===== src/rtl/cgra_pkg.sv =====
package cgra_pkg;

  localparam int DATA_W  = 16;
  localparam int INST_W  = 16;
  localparam int PC_W    = 8;
  localparam int RF_AW   = 3;
  localparam int PE_ID_W = 8;
  localparam int CONF_W  = 60;
  localparam int CNT_W   = 8;

  localparam int IMEM_DEPTH = 1 << PC_W;
  localparam int RF_DEPTH   = 1 << RF_AW;

  localparam int FIFO_DEPTH  = 4;
  localparam int FIFO_AW     = $clog2(FIFO_DEPTH);
  localparam int FIFO_CW     = $clog2(FIFO_DEPTH + 1);
  localparam int OUT_CREDITS = 4;
  localparam int OUT_CRED_W  = $clog2(OUT_CREDITS + 1);

  // Instruction fields, high to low: op, a_sel, b_sel, dst, rf_raddr, rf_waddr.
  localparam int INST_OP_LSB  = 12;
  localparam int INST_A_LSB   = 10;
  localparam int INST_B_LSB   = 8;
  localparam int INST_DST_LSB = 6;
  localparam int INST_RR_LSB  = 3;
  localparam int INST_RW_LSB  = 0;

  // Configuration word fields; bits 23:0 are spare.
  localparam int CONF_VALID_BIT = 59;
  localparam int CONF_ID_LSB    = 51;
  localparam int CONF_KIND_LSB  = 48;
  localparam int CONF_ADDR_LSB  = 40;
  localparam int CONF_DATA_LSB  = 24;

  typedef logic [DATA_W-1:0]  data_t;
  typedef logic [INST_W-1:0]  inst_t;
  typedef logic [PC_W-1:0]    pc_t;
  typedef logic [RF_AW-1:0]   rf_addr_t;
  typedef logic [PE_ID_W-1:0] pe_id_t;
  typedef logic [CONF_W-1:0]  conf_word_t;
  typedef logic [CNT_W-1:0]   cnt_t;

  typedef enum logic [2:0] {
    CONF_INST    = 3'd0,
    CONF_CONST   = 3'd1,
    CONF_PC_MAX  = 3'd2,
    CONF_PC_LOOP = 3'd3,
    CONF_IGNORE  = 3'd4
  } conf_kind_t;

  typedef enum logic [1:0] {SRC_NA, SRC_NB, SRC_RF, SRC_STREAM} src_sel_t;

  typedef enum logic [1:0] {DST_NA, DST_NB, DST_RF, DST_STREAM} dst_sel_t;

  typedef enum logic [3:0] {
    ALU_ADD, ALU_SUB, ALU_AND, ALU_OR, ALU_XOR,
    ALU_SHL, ALU_SHR, ALU_PASS, ALU_MUL
  } alu_op_t;

endpackage


===== src/rtl/stream_fifo.sv =====
`timescale 1ns/10ps

module stream_fifo (
  input  logic            clk,
  input  logic            reset,
  input  logic            push,
  input  cgra_pkg::data_t push_data,
  input  logic            pop,
  output cgra_pkg::data_t pop_data,
  output logic            empty,
  output logic            credit
);

  import cgra_pkg::*;

  data_t              mem [FIFO_DEPTH];
  logic [FIFO_AW-1:0] wr_ptr;
  logic [FIFO_AW-1:0] rd_ptr;
  logic [FIFO_CW-1:0] count;
  logic               full;
  logic               do_push;
  logic               do_pop;

  assign full     = (count == FIFO_CW'(FIFO_DEPTH));
  assign empty    = (count == '0);
  assign do_push  = push && !full;
  assign do_pop   = pop && !empty;
  assign pop_data = mem[rd_ptr];    // Read in the cycle of the pop.
  assign credit   = pop;            // One credit goes back per popped word.

  always_ff @(posedge clk) begin
    if (do_push) begin
      mem[wr_ptr] <= push_data;
    end
  end

  always_ff @(posedge clk) begin
    if (reset) begin
      wr_ptr <= '0;
      rd_ptr <= '0;
      count  <= '0;
    end else begin
      if (do_push) begin
        wr_ptr <= (wr_ptr == FIFO_AW'(FIFO_DEPTH - 1)) ? '0 : wr_ptr + 1'b1;
      end
      if (do_pop) begin
        rd_ptr <= (rd_ptr == FIFO_AW'(FIFO_DEPTH - 1)) ? '0 : rd_ptr + 1'b1;
      end
      count <= count + FIFO_CW'(do_push) - FIFO_CW'(do_pop);
    end
  end

endmodule


===== config.mk =====
export PLATFORM = sky130hd
export DESIGN_NAME = stream_fifo
export DESIGN_NICKNAME = d
export VERILOG_FILES = /design/src/rtl/cgra_pkg.sv /design/src/rtl/stream_fifo.sv
export SDC_FILE = /design/constraint.sdc
export NUM_CORES = 1
export LEC_CHECK = 0
export BUFFER_PORTS_ARGS = -buffer_cell sky130_fd_sc_hd__clkbuf_2
export CAP_MARGIN = 15
export CORE_MARGIN = 5
export CORE_UTILIZATION = 25
export CTS_CLUSTER_DIAMETER = 80
export CTS_CLUSTER_SIZE = 10
export DETAILED_ROUTE_END_ITERATION = 12
export PLACE_DENSITY = 0.45
export SETUP_SLACK_MARGIN = 0.05
export SLEW_MARGIN = 20
export SYNTH_ARGS = -nofsm -noshare
export SYNTH_HDL_FRONTEND = slang
export SYNTH_SLANG_ARGS = --single-unit

===== constraint.sdc =====
create_clock -name clk -period 2.2 [get_ports clk]
set_input_delay 0.44 -clock clk [delete_from_list [all_inputs] [get_ports clk]]
set_output_delay 0.44 -clock clk [all_outputs]
set_load 0.02 [all_outputs]

==> impl_metrics.yaml <==
run_status:
  outcome: "complete, no violations"
pwr:
  finalPower_mw: 4.34
  clkPwrFrac: 0.352
  internal-power_mw: 3.18
  irDropWorstVdd_mv: 0.457
  comb_power_share: 0.242
  power_density_nw_per_um2: 1210
  p_sw_mw: 1.16
  swShare: 0.267
  power_frac_seq: 0.405
  power.leakage_nw: 1.27
cells_and_area:
  n_antenna_cell: 0
  final_common_cell: "edfxtp_1"
  stdcell_count: 330
  design_area_um2: 3580
  fin_nets: 213
  final_cell_mix: "64 x edfxtp_1, 37 x clkbuf_2, 16 x mux4_2"
  drive_gt1_frac: 0.489
  area_delta_synth_final_pct: 27.7
detailed_routing:
  drc: 0
  ant_nets: 0
  drt_iter0_markers: 48
  route.detailed.wl_per_inst_um: 15.5
  routed_via_density: 4.03
  dr.pass1.iters: 4
  wirelength_mm: 5.12
  vias: 1331
clock_network:
  clk_pin_slew_ns: 0.06
  clock_latency_ns: 0.32
  cts_buffers: 9
  cts_root_buf: "clkbuf_16"
  cts.sinks: 73
  hold_buffers: 0
  cts_tree: "built"
  cts_max_level: 3
  cts_buffer_depth: 2
critical_path:
  r2r_slack_ns: 0.13
  critPathArrivalTime_ns: 2.29
  end_kind: "flip-flop"
  critical_path.reg2reg.startpoint: "count[0]"
  critical_path_class: "reg2reg"
  required_ns: 2.42
  path_max_fanout: 4
  cp-endpoint: "count[2]"
  crit_path_start_kind: "flip-flop"
  r2r_cells: 10
  crit_start: "count[0]"
  r2r-end: "count[2]"
yosys:
  synth_simple_gate_area_share: 0.0384
  synthDominantCellAreaShare: 0.685
  synth_cell_types: 25
  ys_seq_elements: 73
  syn-num-nets: 162
  synth-xor-area-share: 0.00624
  yosys.area.top_type: "edfxtp_1"
  yosysWarnings: 0
  synth_top_family_by_area: "multiplexers"
  synth.area.mux_share: 0.136
  synth_fa_ha_area_frac: 0.0384
  syn_area_um2: 2810
  yosys-top-cells-area: "edfxtp_1 69%, mux4_2 13%, dfxtp_1 6.4%"
  synth.avg_cell_area_um2: 20.9
  synth-compound-area-share: 0.00892
  synthCells: 134
  ys_seq_area_frac: 0.749
sta:
  finClkSkew_ns: 0.00397
  setup-violations-final: 0
  rsz0062_at_grt: "yes"
  maxSlewViolCount: 0
  fin_crit_sh: 0.943
  fin_ws_ns: 0.126
  fin_tns_setup_ns: 0
  layout_min_cycle_time_ns: 2.07
  fmax_ghz: 0.482
  worstMarginPinSlew_ns: 0.477
  relSlewSlack: 0.682
  hold_viol_final: 0
global_routing:
  gr-total-overflow: 0
  antenna_found_initial: 0
  grt_pass1_wl_mm: 7.93
  grt_max_degree: 17
  grt_pass1_vias: 1476
  grt_use_total: 0.0825
placed_design:
  pre_cts_slack_ns: 0.0337
  place_congestion: 0.688
  portBuffers: 37
  post-dp-hpwl_mm: 3.37
  dpl_cell_area_um2: 3200
  dp.cells: 312
floorplan:
  chipHeight_um: 116
  core-area_um2: 10900
  io_pins: 38
  rows: 38
  die_w_um: 116
  start_util: 0.257
  die_area_um2: 13400
min_path:
  hold_path.class: "in2reg"
job:
  cap_violations: 0
## area by class of cell
class | instances | area [um^2]
Fill cell | 1067 | 7350
Timing Repair Buffer | 46 | 278
Inverter | 7 | 26.3
Sequential cell | 73 | 2110
Tap cell | 140 | 175
Clock inverter | 7 | 93.8
Multi-Input combinational cell | 48 | 678
Clock buffer | 9 | 225
## worst min path at each step
stage                  start  cells after the start         end  slack [ns]
2_1_floorplan      rd_ptr[0]                      2   flip-flop        0.46
3_3_place_gp       rd_ptr[0]                      2   rd_ptr[0]        0.49
3_5_place_dp       rd_ptr[0]                      2   flip-flop        0.49
4_1_cts        push_data[15]                      1  mem[2][15]        0.32
5_1_grt        push_data[15]                      1  mem[3][15]        0.32
6_report       push_data[15]                      1  mem[2][15]        0.34
## critical path, stage by stage, from the launching register on
cell     delay, ns
dfxtp_4       0.35
or3b_4        0.39
and2_4        0.16
inv_2         0.06
ha_4          0.12
inv_2         0.03
ha_4          0.15
fa_2          0.36
xnor2_2       0.14
xnor2_1       0.14
nor2_1        0.06
## cell usage after synthesis
cell type	n
buf_6	1
nand3_1	1
inv_1	7
nor2_1	2
nor3_1	2
ha_1	7
xnor2_1	2
and2_4	1
o31ai_2	1
edfxtp_1	64
and3_2	4
buf_4	2
buf_2	1
nor2b_1	2
mux2i_1	2
nand2b_1	2
o31ai_1	1
or3b_4	1
mux4_2	16
dfxtp_1	9
clkbuf_1	2
nand2_1	1
a21oi_1	1
fa_1	1
or3_1	1
## registers in the layout, summed over array words and instances (netlist names), named ones only
signal	cells
mem	64
count	3
wr_ptr	2
rd_ptr	2
## per-stage QoR
stage	utilization	hold slack, ns
global placement	0.293	0.488
finish	0.328	0.337
detailed placement	0.293	0.491
global route	0.328	0.323
floorplan	-	0.463
CTS	0.323	0.324
## repair_timing
action / CTS / global route
gates resized for setup: 4 / 7
pin swaps: 2 / 7
buffers inserted: 0 / 2
setup endpoints to repair: 1 / 1
## layer usage
layer / vias to the layer above / share of wire / track usage
li1: 633 / - / -
met1: 653 / 0.44 / 0.0978
met2: 39 / 0.48 / 0.131
met3: 6 / 0.078 / 0.0444
met4: 0 / 0.0078 / 0.0232
met5: - / 0 / 0
## logic make-up after synthesis
kind of cell | Yosys count
DFF | 73
adders and majority gates | 8
buffers and inverters | 13
muxes | 18
xor gates and xnor gates | 2
and+or+nand+nor | 17
AOI/OAI and AO/OA | 3
## power by group through the flow
stage | Combinational [mW] | Sequential [mW] | Clock (mW)
after floorplan | 0.678 | 1.76 | 0
after global placement | 1.01 | 1.78 | 0
after detailed placement | 1.01 | 1.78 | 0
after global routing | 1.15 | 1.77 | 1.64
final | 1.05 | 1.76 | 1.53
after CTS | 1.02 | 1.76 | 1.58
(Power assumes the default switching activity.)
