==> src/rtl/cgra_pkg.sv <==
package cgra_pkg;

  localparam int DATA_W  = 16;
  localparam int INST_W  = 16;
  localparam int PC_W    = 8;
  localparam int RF_AW   = 3;
  localparam int PE_ID_W = 8;
  localparam int CONF_W  = 60;
  localparam int CNT_W   = 8;

  localparam int IMEM_DEPTH = 1 << PC_W;
  localparam int RF_DEPTH   = 1 << RF_AW;

  localparam int FIFO_DEPTH  = 4;
  localparam int FIFO_AW     = $clog2(FIFO_DEPTH);
  localparam int FIFO_CW     = $clog2(FIFO_DEPTH + 1);
  localparam int OUT_CREDITS = 4;
  localparam int OUT_CRED_W  = $clog2(OUT_CREDITS + 1);

  // Instruction fields, high to low: op, a_sel, b_sel, dst, rf_raddr, rf_waddr.
  localparam int INST_OP_LSB  = 12;
  localparam int INST_A_LSB   = 10;
  localparam int INST_B_LSB   = 8;
  localparam int INST_DST_LSB = 6;
  localparam int INST_RR_LSB  = 3;
  localparam int INST_RW_LSB  = 0;

  // Configuration word fields; bits 23:0 are spare.
  localparam int CONF_VALID_BIT = 59;
  localparam int CONF_ID_LSB    = 51;
  localparam int CONF_KIND_LSB  = 48;
  localparam int CONF_ADDR_LSB  = 40;
  localparam int CONF_DATA_LSB  = 24;

  typedef logic [DATA_W-1:0]  data_t;
  typedef logic [INST_W-1:0]  inst_t;
  typedef logic [PC_W-1:0]    pc_t;
  typedef logic [RF_AW-1:0]   rf_addr_t;
  typedef logic [PE_ID_W-1:0] pe_id_t;
  typedef logic [CONF_W-1:0]  conf_word_t;
  typedef logic [CNT_W-1:0]   cnt_t;

  typedef enum logic [2:0] {
    CONF_INST    = 3'd0,
    CONF_CONST   = 3'd1,
    CONF_PC_MAX  = 3'd2,
    CONF_PC_LOOP = 3'd3,
    CONF_IGNORE  = 3'd4
  } conf_kind_t;

  typedef enum logic [1:0] {SRC_NA, SRC_NB, SRC_RF, SRC_STREAM} src_sel_t;

  typedef enum logic [1:0] {DST_NA, DST_NB, DST_RF, DST_STREAM} dst_sel_t;

  typedef enum logic [3:0] {
    ALU_ADD, ALU_SUB, ALU_AND, ALU_OR, ALU_XOR,
    ALU_SHL, ALU_SHR, ALU_PASS, ALU_MUL
  } alu_op_t;

endpackage

==> src/rtl/conf_if.sv <==
`timescale 1ns/10ps

interface conf_if;

  import cgra_pkg::*;

  logic     inst_we;
  pc_t      inst_addr;
  inst_t    inst_data;
  logic     const_we;
  rf_addr_t const_addr;
  data_t    const_data;
  pc_t      pc_max;
  pc_t      pc_loop;
  cnt_t     ignore_until;
  logic     run;          // Set once pc_max has been written.

  modport source (output inst_we, inst_addr, inst_data, const_we, const_addr, const_data,
                  pc_max, pc_loop, ignore_until, run);

  modport sink (input inst_we, inst_addr, inst_data, const_we, const_addr, const_data,
                pc_max, pc_loop, ignore_until, run);

endinterface

==> src/rtl/conf_reader.sv <==
`timescale 1ns/10ps

module conf_reader #(
  parameter cgra_pkg::pe_id_t PE_ID = 8'd0
) (
  input  logic                 clk,
  input  logic                 reset,
  input  cgra_pkg::conf_word_t conf_bus,
  conf_if.source               conf
);

  import cgra_pkg::*;

  logic       bus_valid;
  pe_id_t     bus_id;
  conf_kind_t bus_kind;
  pc_t        bus_addr;
  data_t      bus_data;
  logic       hit;

  assign bus_valid = conf_bus[CONF_VALID_BIT];
  assign bus_id    = conf_bus[CONF_ID_LSB +: PE_ID_W];
  assign bus_kind  = conf_kind_t'(conf_bus[CONF_KIND_LSB +: $bits(conf_kind_t)]);
  assign bus_addr  = conf_bus[CONF_ADDR_LSB +: PC_W];
  assign bus_data  = conf_bus[CONF_DATA_LSB +: DATA_W];
  assign hit       = bus_valid && (bus_id == PE_ID);

  always_ff @(posedge clk) begin
    if (reset) begin
      conf.inst_we      <= 1'b0;
      conf.const_we     <= 1'b0;
      conf.pc_max       <= '0;
      conf.pc_loop      <= '0;
      conf.ignore_until <= '0;
      conf.run          <= 1'b0;
    end else begin
      conf.inst_we  <= hit && (bus_kind == CONF_INST);
      conf.const_we <= hit && (bus_kind == CONF_CONST);
      if (hit) begin
        case (bus_kind)
          CONF_PC_MAX: begin
            conf.pc_max <= bus_data[PC_W-1:0];
            conf.run    <= 1'b1;               // The PE starts on its first pc_max write.
          end
          CONF_PC_LOOP: conf.pc_loop      <= bus_data[PC_W-1:0];
          CONF_IGNORE:  conf.ignore_until <= bus_data[CNT_W-1:0];
          default: ;
        endcase
      end
    end
  end

  // Write payloads follow the strobes by the same single cycle.
  always_ff @(posedge clk) begin
    conf.inst_addr  <= bus_addr;
    conf.inst_data  <= bus_data;
    conf.const_addr <= bus_addr[RF_AW-1:0];
    conf.const_data <= bus_data;
  end

endmodule

==> src/flat_wrapper.sv <==
// flat-port wrapper written by rule: the top's interface ports become plain ports
module conf_reader_flat import cgra_pkg::*;
#(
  parameter cgra_pkg::pe_id_t PE_ID = 8'd0
)
  (clk, reset, conf_bus, conf_inst_we, conf_inst_addr, conf_inst_data, conf_const_we, conf_const_addr, conf_const_data, conf_pc_max, conf_pc_loop, conf_ignore_until, conf_run);
  conf_if conf_i ();
  input  logic clk;
  input  logic reset;
  input  cgra_pkg::conf_word_t conf_bus;
  output wire logic [$bits(conf_i.inst_we)-1:0] conf_inst_we;
  output wire logic [$bits(conf_i.inst_addr)-1:0] conf_inst_addr;
  output wire logic [$bits(conf_i.inst_data)-1:0] conf_inst_data;
  output wire logic [$bits(conf_i.const_we)-1:0] conf_const_we;
  output wire logic [$bits(conf_i.const_addr)-1:0] conf_const_addr;
  output wire logic [$bits(conf_i.const_data)-1:0] conf_const_data;
  output wire logic [$bits(conf_i.pc_max)-1:0] conf_pc_max;
  output wire logic [$bits(conf_i.pc_loop)-1:0] conf_pc_loop;
  output wire logic [$bits(conf_i.ignore_until)-1:0] conf_ignore_until;
  output wire logic [$bits(conf_i.run)-1:0] conf_run;
  assign conf_inst_we = conf_i.inst_we;
  assign conf_inst_addr = conf_i.inst_addr;
  assign conf_inst_data = conf_i.inst_data;
  assign conf_const_we = conf_i.const_we;
  assign conf_const_addr = conf_i.const_addr;
  assign conf_const_data = conf_i.const_data;
  assign conf_pc_max = conf_i.pc_max;
  assign conf_pc_loop = conf_i.pc_loop;
  assign conf_ignore_until = conf_i.ignore_until;
  assign conf_run = conf_i.run;
  conf_reader #(.PE_ID(PE_ID)) u_core (.clk(clk), .reset(reset), .conf_bus(conf_bus), .conf(conf_i));
endmodule
==> config.mk <==
export PLATFORM = sky130hd
export DESIGN_NAME = conf_reader_flat
export DESIGN_NICKNAME = d
export VERILOG_FILES = /design/src/rtl/cgra_pkg.sv /design/src/rtl/conf_if.sv /design/src/rtl/conf_reader.sv /design/src/flat_wrapper.sv
export SDC_FILE = /design/constraint.sdc
export NUM_CORES = 1
export LEC_CHECK = 0
export BUFFER_PORTS_ARGS = -buffer_cell sky130_fd_sc_hd__buf_2
export CAP_MARGIN = 20
export CORE_UTILIZATION = 42
export DETAILED_ROUTE_END_ITERATION = 8
export GPL_TIMING_DRIVEN = 0
export HOLD_SLACK_MARGIN = 0.1
export PLACE_DENSITY = 0.83
export SLEW_MARGIN = 40
export SYNTH_ARGS = -nofsm -noshare
export SYNTH_HDL_FRONTEND = slang
export SYNTH_SLANG_ARGS = --single-unit
==> constraint.sdc <==
create_clock -name clk -period 1.84 [get_ports clk]
set_input_delay 0.092 -clock clk [delete_from_list [all_inputs] [get_ports clk]]
set_output_delay 0.092 -clock clk [all_outputs]
set_load 0.005 [all_outputs]
==> results of run 1 <==
==> routing by layer <==
layer | global-route usage | part of all wire | up-vias | routed length, um
met5 | 0 | 0 | - | 0
met4 | 0.07181 | 0.012 | 0 | 51
met3 | 0.04795 | 0.054 | 7 | 232
met2 | 0.3384 | 0.54 | 55 | 2308
met1 | 0.1960 | 0.39 | 721 | 1667
li1 | - | - | 753 | -
==> stage by stage <==
| stage | cells | hold slack, ps | worst slack [ps] | area (um2) | power, mW |
|---|---|---|---|---|---|
| finish | 341 | 106.6 | 61.63 | 2769 | 2.264 |
| global route | 341 | 116.2 | 13.81 | 2769 | 2.345 |
| CTS | 341 | 102.4 | 82.44 | 2769 | 2.277 |
| detailed placement | 305 | 195.6 | 438.2 | 2352 | 1.339 |
| global placement | 305 | 194.8 | 471.3 | 2352 | 1.334 |
| floorplan | 148 | 119.7 | 775.3 | 1754 | 1.239 |
==> power by group through the flow <==
stage | clock, mW | sequential, mW | combinational [mW]
after floorplan | 0 | 1.17 | 0.0664
after global placement | 0 | 1.17 | 0.167
after detailed placement | 0 | 1.17 | 0.171
after CTS | 0.922 | 1.14 | 0.213
after global routing | 0.963 | 1.15 | 0.236
final | 0.904 | 1.14 | 0.217
==> worst max-delay path, stage by stage <==
cell	delay [ps]
dlygate4sd3_1	540
buf_2	150
nand4b_1	70
dlygate4sd3_1	550
nor2_1	40
dlygate4sd3_1	540
==> placed cells by master, fill, tap and decap left out <==
cell           synthesis  final
clkbuf_1               3      3
dlygate4sd3_1          0     28
nand2b_1              32     32
bufinv_16              0      2
and3b_1                1      1
buf_4                 19     19
nor2_1                 4      4
clkbuf_8               0      5
nand2_1                1      1
nor2b_1                1      1
nand3_1                1      1
nand4b_1               1      1
nand4_1                1      1
nor3b_1                2      2
clkinvlp_4             0      1
dfxtp_1               51     51
nor3_2                 1      1
inv_1                  1      1
buf_2                  1    108
nor4_4                 1      1
a21oi_1                1      1
mux2i_1               24     24
nand4_2                2      2
==> cells by family (layout without fill, tap and decap cells) <==
logic type,Yosys count,in the layout
buffers and inverters,24,167
muxes,24,24
and+or+nand+nor,48,48
DFF,51,51
AOI/OAI and AO/OA,1,1
==> what timing repair did <==
action                                  4_1_cts  5_1_grt
setup buffers                                 0        0
endpoints found under the hold margin        26        0
hold buffers                                 28        0
endpoints found under the setup margin        0        0
==> worst paths after layout <==
path / to / slack [ps] / depth (start not counted)
worst max register to register: u_core.conf.pc_max[1] / 1220 / 2
worst min register to register: u_core.conf.run / 450 / 2
worst min-delay path: u_core.conf.inst_we / 110 / 4
worst max-delay path: u_core.conf.const_we / 60 / 6
==> cell type report <==
cell class | count | area (um2) | area share
sequential | 51 | 1021 | 0.3687
buffer | 23 | 158.9 | 0.05739
timing repair buffer | 135 | 815.8 | 0.2946
clock inverter | 3 | 67.56 | 0.02440
tap | 50 | 62.56 | 0.02259
multi-input combinational | 73 | 570.5 | 0.2061
clock buffer | 5 | 68.82 | 0.02485
inverter | 1 | 3.754 | 0.001356
==> sequential cells by signal, summed over array words and instances (netlist names) <==
| register | count |
|---|---|
| u_core.conf.inst_data | 16 |
| u_core.conf.ignore_until | 8 |
| u_core.conf.inst_addr | 8 |
| u_core.conf.pc_loop | 8 |
| u_core.conf.pc_max | 8 |
| u_core.conf.const_we | 1 |
| u_core.conf.inst_we | 1 |
| u_core.conf.run | 1 |
==> run metrics, run 1 <==
status complete, no violations; Critical Path Source conf_bus[48]; switch share 0.1998; vias per cell 4.504; post-synthesis sequential area ratio 0.5820; clock skew 0 ps; Worst Hold Launch conf_bus[58]; ys async rst share 0; core area 4000 um2; RSZ-0062 raised after global routing false; main combinational cell family by area after synthesis simple AND/OR/NAND/NOR gates; Ys Warns 0; Psw 452.3 uW; clk_lat worst skew 300 ps; DR WL/cell 12.49 um; Final Critical Period 1778 ps; leakage 1.496 nW; Clock Power Share 0.399; WP data required 2030 ps; XOR/XNOR share of the synthesized area 0; RR Startpoint u_core.conf.pc_max[1]; pwr dens 817.7 nW/um2; count of final hold-check violations 0; Util after Layout 0.6922; die area 4439 um2; Max Clock Freq 562.3 MHz; first-pass GRT wire length 5920 um; Compound-Gate Fraction of Synth Area 0.002853; DR vias 1536; fraction of layout cells with a size suffix above 1 0.4777; Reg clk slew, reported paths 90 ps; synthesized area per cell 11.85 um2; Initial Utilization 0.4385; initial antenna violation count 0; Netlist cell types 19; Overflow after GRT 0; RePlAce Congestion 0.7305; P&R area growth vs syn 57.85%; top cells by count, synth 51 x dfxtp_1, 32 x nand2b_1, 24 x mux2i_1, 19 x buf_4, 4 x nor2_1; die height 66.63 um; post-synth top area share 0.5820; crit path max fanout 5; top-level I/O count 132; Sink Count 51; TritonCTS clock tree done; Syn Nets 210; drt total wl 4259 um; main flop type after synthesis dfxtp_1; largest net degree at the start of global routing 17; Tot GR Track Use 0.1835; Yosys reg bits 51; Max Buffers Root-to-Sink 2; Post-synth EDFFs 0; period utilization 0.9665; clock root buffer clkbuf_8; IO Port Bufs 107; Pins Over Slew Limit 0; Diodes inserted 0; Detail Route Antenna Nets 0; adder-cell share of the synthesized area 0; Worst Tran Pin Value 446.9 ps; Rows 23; Max rail drop VDD 663.5 uV; Post-Syn Instances 148; crit path DAT 1970 ps; die span in x 66.63 um; synthesized area 1754 um2; Worst Hold Class in -> reg; mux contribution to synthesized area 0.1369; Synth area leader dfxtp_1; top post-synthesis cells by area dfxtp_1 58%, mux2i_1 14%, nand2b_1 11%; Cell Int Power 1.812 mW; CTS buffer count 5; Post-Synth Simple-Gate Area 0.1854; DRC viols 0; Worst Setup End Kind register; DR iter-0 viols 45; fillers 326; # setup viols final 0; Max Cap Viol 0; CP Class in -> reg; top-count cell post-synth dfxtp_1; # nets final 352; slew margin rel. 0.7020; setup tns final 0 ps; H-tree levels 2; vias in the first global route 1372; first drt pass iteration count 4; CP Launch Type primary input; Comb pwr share 0.096; cts repair resizes 0; HPWL Detailed 2695 um; Reg power frac 0.505
(Power assumes the default switching activity.)
==> run 2: changes to the inputs <==
==> constraint.sdc (replaced) <==
create_clock -name clk -period 1.84 [get_ports clk]
set_input_delay 0 -clock clk [delete_from_list [all_inputs] [get_ports clk]]
set_output_delay 0 -clock clk [all_outputs]
set_load 0.005 [all_outputs]
==> run metrics, run 2 (synthesis gave the netlist of run 1 again) <==
vias in the first global route 1368 (-0.29%); slew margin rel. 0.7006 (-0.001482); Max Buffers Root-to-Sink 2 (unchanged); Final Critical Period 1790 ps (+11.14 ps); IO Port Bufs 107 (unchanged); RePlAce Congestion 0.7305 (unchanged); DRC viols 0 (unchanged); first drt pass iteration count 6 (+2); count of final hold-check violations 0 (unchanged); cell mode on critical path dlygate4sd3_1; # setup viols final 0 (unchanged); # nets final 353 (+0.28%); first-pass GRT wire length 5885 um (-0.59%); clock root buffer clkbuf_8; Max Cap Viol 0 (unchanged); PnR worst setup slack 50.49 ps (-11.14 ps); Cell Chain, Critical Path dlygate4sd3_1 -> buf_2 -> nand4b_1 -> dlygate4sd3_1 -> nor2_1 -> dlygate4sd3_1; Worst Hold Class in -> reg; core area 4000 um2 (unchanged); P&R area growth vs syn 58.42%; max reg flops 16 (unchanged); DR WL/cell 12.33 um (-1.3%); Max Clock Freq 558.8 MHz (-0.62%); DR vias 1537 (+0.065%); Overflow after GRT 0 (unchanged); period utilization 0.9726 (+0.006057); CP Launch Type primary input; die height 66.63 um (unchanged); Rows 23 (unchanged); clock skew 0 ps (unchanged); RSZ-0062 raised after global routing false; Slowest-stage cell, CP dlygate4sd3_1; clk_lat worst skew 300 ps (about the same); CP Class in -> reg; H-tree levels 2 (unchanged); crit path DAT 2040 ps (+70 ps); reg-to-reg slack, setup 1220 ps (about the same); Max rail drop VDD 663.4 uV (about the same); initial antenna violation count 0 (unchanged); die area 4439 um2 (unchanged); die span in x 66.63 um (unchanged); Worst Tran Pin Value 449.2 ps (+2.223 ps); TritonCTS clock tree done; Diodes inserted 0 (unchanged); Top reg by flops u_core.conf.inst_data; top-level I/O count 132 (unchanged); largest net degree at the start of global routing 17 (unchanged); commonest cells after routing, fill and taps aside 108 x buf_2, 51 x dfxtp_1, 32 x nand2b_1; Post-CTS Setup Bufs 0 (unchanged); pre-CTS WS 530.2 ps (+92.00 ps); fraction of layout cells with a size suffix above 1 0.4760 (-0.001636); HPWL Detailed 2695 um (unchanged); Reg clk slew, reported paths 90 ps (about the same); drt total wl 4217 um (-0.99%); Pins Over Slew Limit 0 (unchanged); leakage 1.503 nW (+0.47%); CP max stage delay 570 ps (+20 ps); Tot GR Track Use 0.1824 (-0.001084); pwr dens 814.6 nW/um2 (-0.39%); crit path max fanout 5 (unchanged); Sink Count 51 (unchanged); Worst Setup End Kind register; status complete, no violations; commonest non-fill, non-tap cell in the layout buf_2; vias per cell 4.494 (-0.23%); WP data required 2090 ps (+60 ps); Detail Route Antenna Nets 0 (unchanged); CTS buffer count 5 (unchanged); Initial Utilization 0.4385 (unchanged); setup tns final 0 ps (unchanged); DR iter-0 viols 44 (-2.2%)
[run 2: cell types whose count changed in the layout (fill, tap and decap cells not counted), sizes merged]
cell	before	now
dlygate4sd3	28	29
[run 2: area by class of cell]
type,instances,area (um2)
Multi-Input combinational cell,73,570.5
Buffer,23,158.9
Fill cell,327,1221
Tap cell,50,62.56
Sequential cell,51,1021
Clock buffer,5,68.82
Timing Repair Buffer,136,825.8
Inverter,1,3.754
Clock inverter,3,67.56
[run 2: routing by layer]
metal | GRT usage | part of all wire | wire length [um] | up-vias
li1 | - | - | - | 752
met1 | 0.1907 | 0.39 | 1636 | 723
met2 | 0.3409 | 0.54 | 2297 | 55
met3 | 0.04795 | 0.055 | 232 | 7
met4 | 0.07181 | 0.012 | 51 | 0
met5 | 0 | 0 | 0 | -
[run 2: report_power, final]
group	switching, mW	internal (mW)	total [mW]
clock network	0.362	0.542	0.904
logic	0.0776	0.139	0.217
registers	0.0118	1.13	1.14
total	0.452	1.81	2.26
[run 2: path summary, 6_finish.rpt]
check                        startpoint                     endpoint  depth (start not counted)
setup / recovery           conf_bus[49]         u_core.conf.const_we                          6
hold / removal                    reset  u_core.conf.ignore_until[7]                          3
setup reg to reg  u_core.conf.pc_max[1]        u_core.conf.pc_max[1]                          2
hold reg to reg         u_core.conf.run              u_core.conf.run                          2
[run 2: stage by stage]
stage | instance area [um2] | instances | power (mW) | util | hold slack (ps)
floorplan | 1754 | 148 | 1.239 | - | 27.72
global placement | 2352 | 305 | 1.334 | 0.5881 | 102.8
detailed placement | 2352 | 305 | 1.339 | 0.5881 | 103.6
CTS | 2789 | 343 | 2.278 | 0.6972 | 102.7
global route | 2779 | 342 | 2.345 | 0.6947 | 137.5
finish | 2779 | 342 | 2.264 | 0.6947 | 110.0
[run 2: worst max-delay path: cells and delay by family]
kind / cells / cell delay [ps]
and+or+nand+nor: 2 / 230
buffers and inverters: 4 / 1810
[run 2: repair_timing]
| item | in CTS | in global routing |
|---|---|---|
| gates resized for setup | 0 | 0 |
| endpoints found under the setup margin | 0 | 1 |
| endpoints found under the hold margin | 50 | 0 |
| hold buffers | 30 | 0 |
==> run 3: changes to the inputs <==
--- a/config.mk
+++ b/config.mk
@@ -12,6 +12,7 @@
 export GPL_TIMING_DRIVEN = 0
 export HOLD_SLACK_MARGIN = 0.1
 export PLACE_DENSITY = 0.83
+export SETUP_SLACK_MARGIN = 0.1
 export SLEW_MARGIN = 40
 export SYNTH_ARGS = -nofsm -noshare
 export SYNTH_HDL_FRONTEND = slang
==> run metrics, run 3 (synthesis gave the netlist of run 1 again) <==
period utilization 0.9152 (-0.05732); Final Critical Period 1684 ps (-105.5 ps); critical path's top delay family buffers and inverters; DR iter-0 viols 44 (unchanged); clock skew 0 ps (unchanged); switch share 0.1992 (-0.0003917); CTS buffer count 5 (unchanged); reg-to-reg slack, setup 1220 ps (about the same); Max Buffers Root-to-Sink 2 (unchanged); Psw 452.4 uW (+0.14%); Pins Over Slew Limit 0 (unchanged); IO Port Bufs 107 (unchanged); CP Launch Type primary input; max reg flops 16 (unchanged); slew margin rel. 0.6984 (-0.002111); first-pass GRT wire length 6030 um (+2.5%); crit path DAT 1880 ps (-160 ps); TritonCTS clock tree done; Diodes inserted 0 (unchanged); PnR worst setup slack 156.0 ps (+105.5 ps); Reg clk slew, reported paths 90 ps (about the same); vias per cell 4.481 (-0.29%); Reg power frac 0.503 (-0.002); Rows 23 (unchanged); Top reg by flops u_core.conf.inst_data; commonest non-fill, non-tap cell in the layout buf_2; HPWL Detailed 2695 um (unchanged); DR WL/cell 12.38 um (+0.43%); pre-CTS WS 530.2 ps (unchanged); clock root buffer clkbuf_8; die height 66.63 um (unchanged); Initial Utilization 0.4385 (unchanged); DRC viols 0 (unchanged); cts repair resizes 0 (unchanged); Max Cap Viol 0 (unchanged); die area 4439 um2 (unchanged); leakage 1.518 nW (+1.0%); Detail Route Antenna Nets 0 (unchanged); # nets final 358 (+1.4%); WP data required 2030 ps (-60 ps); Clock Power Share 0.398 (about the same); Post-Layout Inst Area 2829 um2 (+1.8%); Max rail drop VDD 663.4 uV (about the same); CP max stage delay 550 ps (-20 ps); Worst Tran Pin Value 452.3 ps (+3.167 ps); CP Class in -> reg; H-tree levels 2 (unchanged); Sink Count 51 (unchanged); Tot GR Track Use 0.1864 (+0.003974); # setup viols final 0 (unchanged); Util after Layout 0.7072 (+0.01251); count of final hold-check violations 0 (unchanged); top-level I/O count 132 (unchanged); Crit path buffers/inverters 4 (unchanged); Hold-fix buffers, CTS 34 (+13%); first drt pass iteration count 6 (unchanged); Hold Worst Slack 107.3 ps (-2.729 ps); vias in the first global route 1392 (+1.8%); fraction of layout cells with a size suffix above 1 0.4680 (-0.008014); initial antenna violation count 0 (unchanged); placed inst area 2352 um2 (unchanged); DR vias 1555 (+1.2%); crit path max fanout 5 (unchanged); largest net degree at the start of global routing 17 (unchanged); setup tns final 0 ps (unchanged); P&R area growth vs syn 61.27%; Overflow after GRT 0 (unchanged); die span in x 66.63 um (unchanged); Max Clock Freq 593.8 MHz (+6.3%); status complete, no violations; cell mode on critical path dlygate4sd3_1; drt total wl 4297 um (+1.9%); Comb pwr share 0.099 (+0.003); Worst Hold Class in -> reg; RePlAce Congestion 0.7305 (unchanged); core area 4000 um2 (unchanged); RSZ-0062 raised after global routing false; Cell Chain, Critical Path dlygate4sd3_1 -> buf_2 -> nand4b_1 -> dlygate4sd3_1 -> nor2_1 -> dlygate4sd3_1; Slowest-stage cell, CP dlygate4sd3_1; pwr dens 802.9 nW/um2 (-1.4%); fillers 319 (-2.4%); Post-CTS Setup Bufs 0 (unchanged); commonest cells after routing, fill and taps aside 108 x buf_2, 51 x dfxtp_1, 34 x dlygate4sd3_1; Worst Setup End Kind register; clk_lat worst skew 300 ps (about the same); Cell Int Power 1.819 mW (+0.39%)
==> run 3: cell types whose count changed in the layout (fill, tap and decap cells not counted), sizes merged <==
cell / change
dlygate4sd3: +5
==> run 3: final timing paths <==
kind | endpoint | from | depth (start not counted)
worst min register to register | u_core.conf.run | u_core.conf.run | 2
worst max-delay path | u_core.conf.const_we | conf_bus[48] | 6
worst max register to register | u_core.conf.pc_max[1] | u_core.conf.pc_max[1] | 2
worst min-delay path | u_core.conf.ignore_until[7] | reset | 3
==> run 3: per-stage QoR <==
step           power, mW  cells
2_1_floorplan      1.239    148
4_1_cts            2.286    347
3_3_place_gp       1.334    305
5_1_grt            2.354    347
3_5_place_dp       1.339    305
6_report           2.271    347
==> run 3: tightest hold or removal path, stage by stage <==
cell and delay (ps):
buf_2 140, nand2b_1 150, mux2i_1 70
==> run 3: metal layers <==
layer | global-route usage | share of wire | vias to the layer above
met4 | 0.07181 | 0.012 | 0
met3 | 0.04795 | 0.054 | 7
met5 | 0 | 0 | -
li1 | - | - | 764
met2 | 0.3472 | 0.54 | 55
met1 | 0.1970 | 0.39 | 729
==> run 3: layout make-up <==
cell class	instances	area [um2]	area share
well taps	50	62.56	0.02211
clock buffers	5	68.82	0.02433
inverters	1	3.754	0.001327
multi-input cells	73	570.5	0.2017
repair buffers	141	875.8	0.3096
plain buffers	23	158.9	0.05617
clock inverters	3	67.56	0.02388
flip-flops and latches	51	1021	0.3609
==> run 3: power groups by stage <==
| stage | Clock (mW) | Combinational [mW] | Sequential, mW |
|---|---|---|---|
| after floorplan | 0 | 0.0664 | 1.17 |
| after global placement | 0 | 0.167 | 1.17 |
| after detailed placement | 0 | 0.171 | 1.17 |
| after CTS | 0.922 | 0.222 | 1.14 |
| after global routing | 0.963 | 0.245 | 1.15 |
| final | 0.903 | 0.225 | 1.14 |
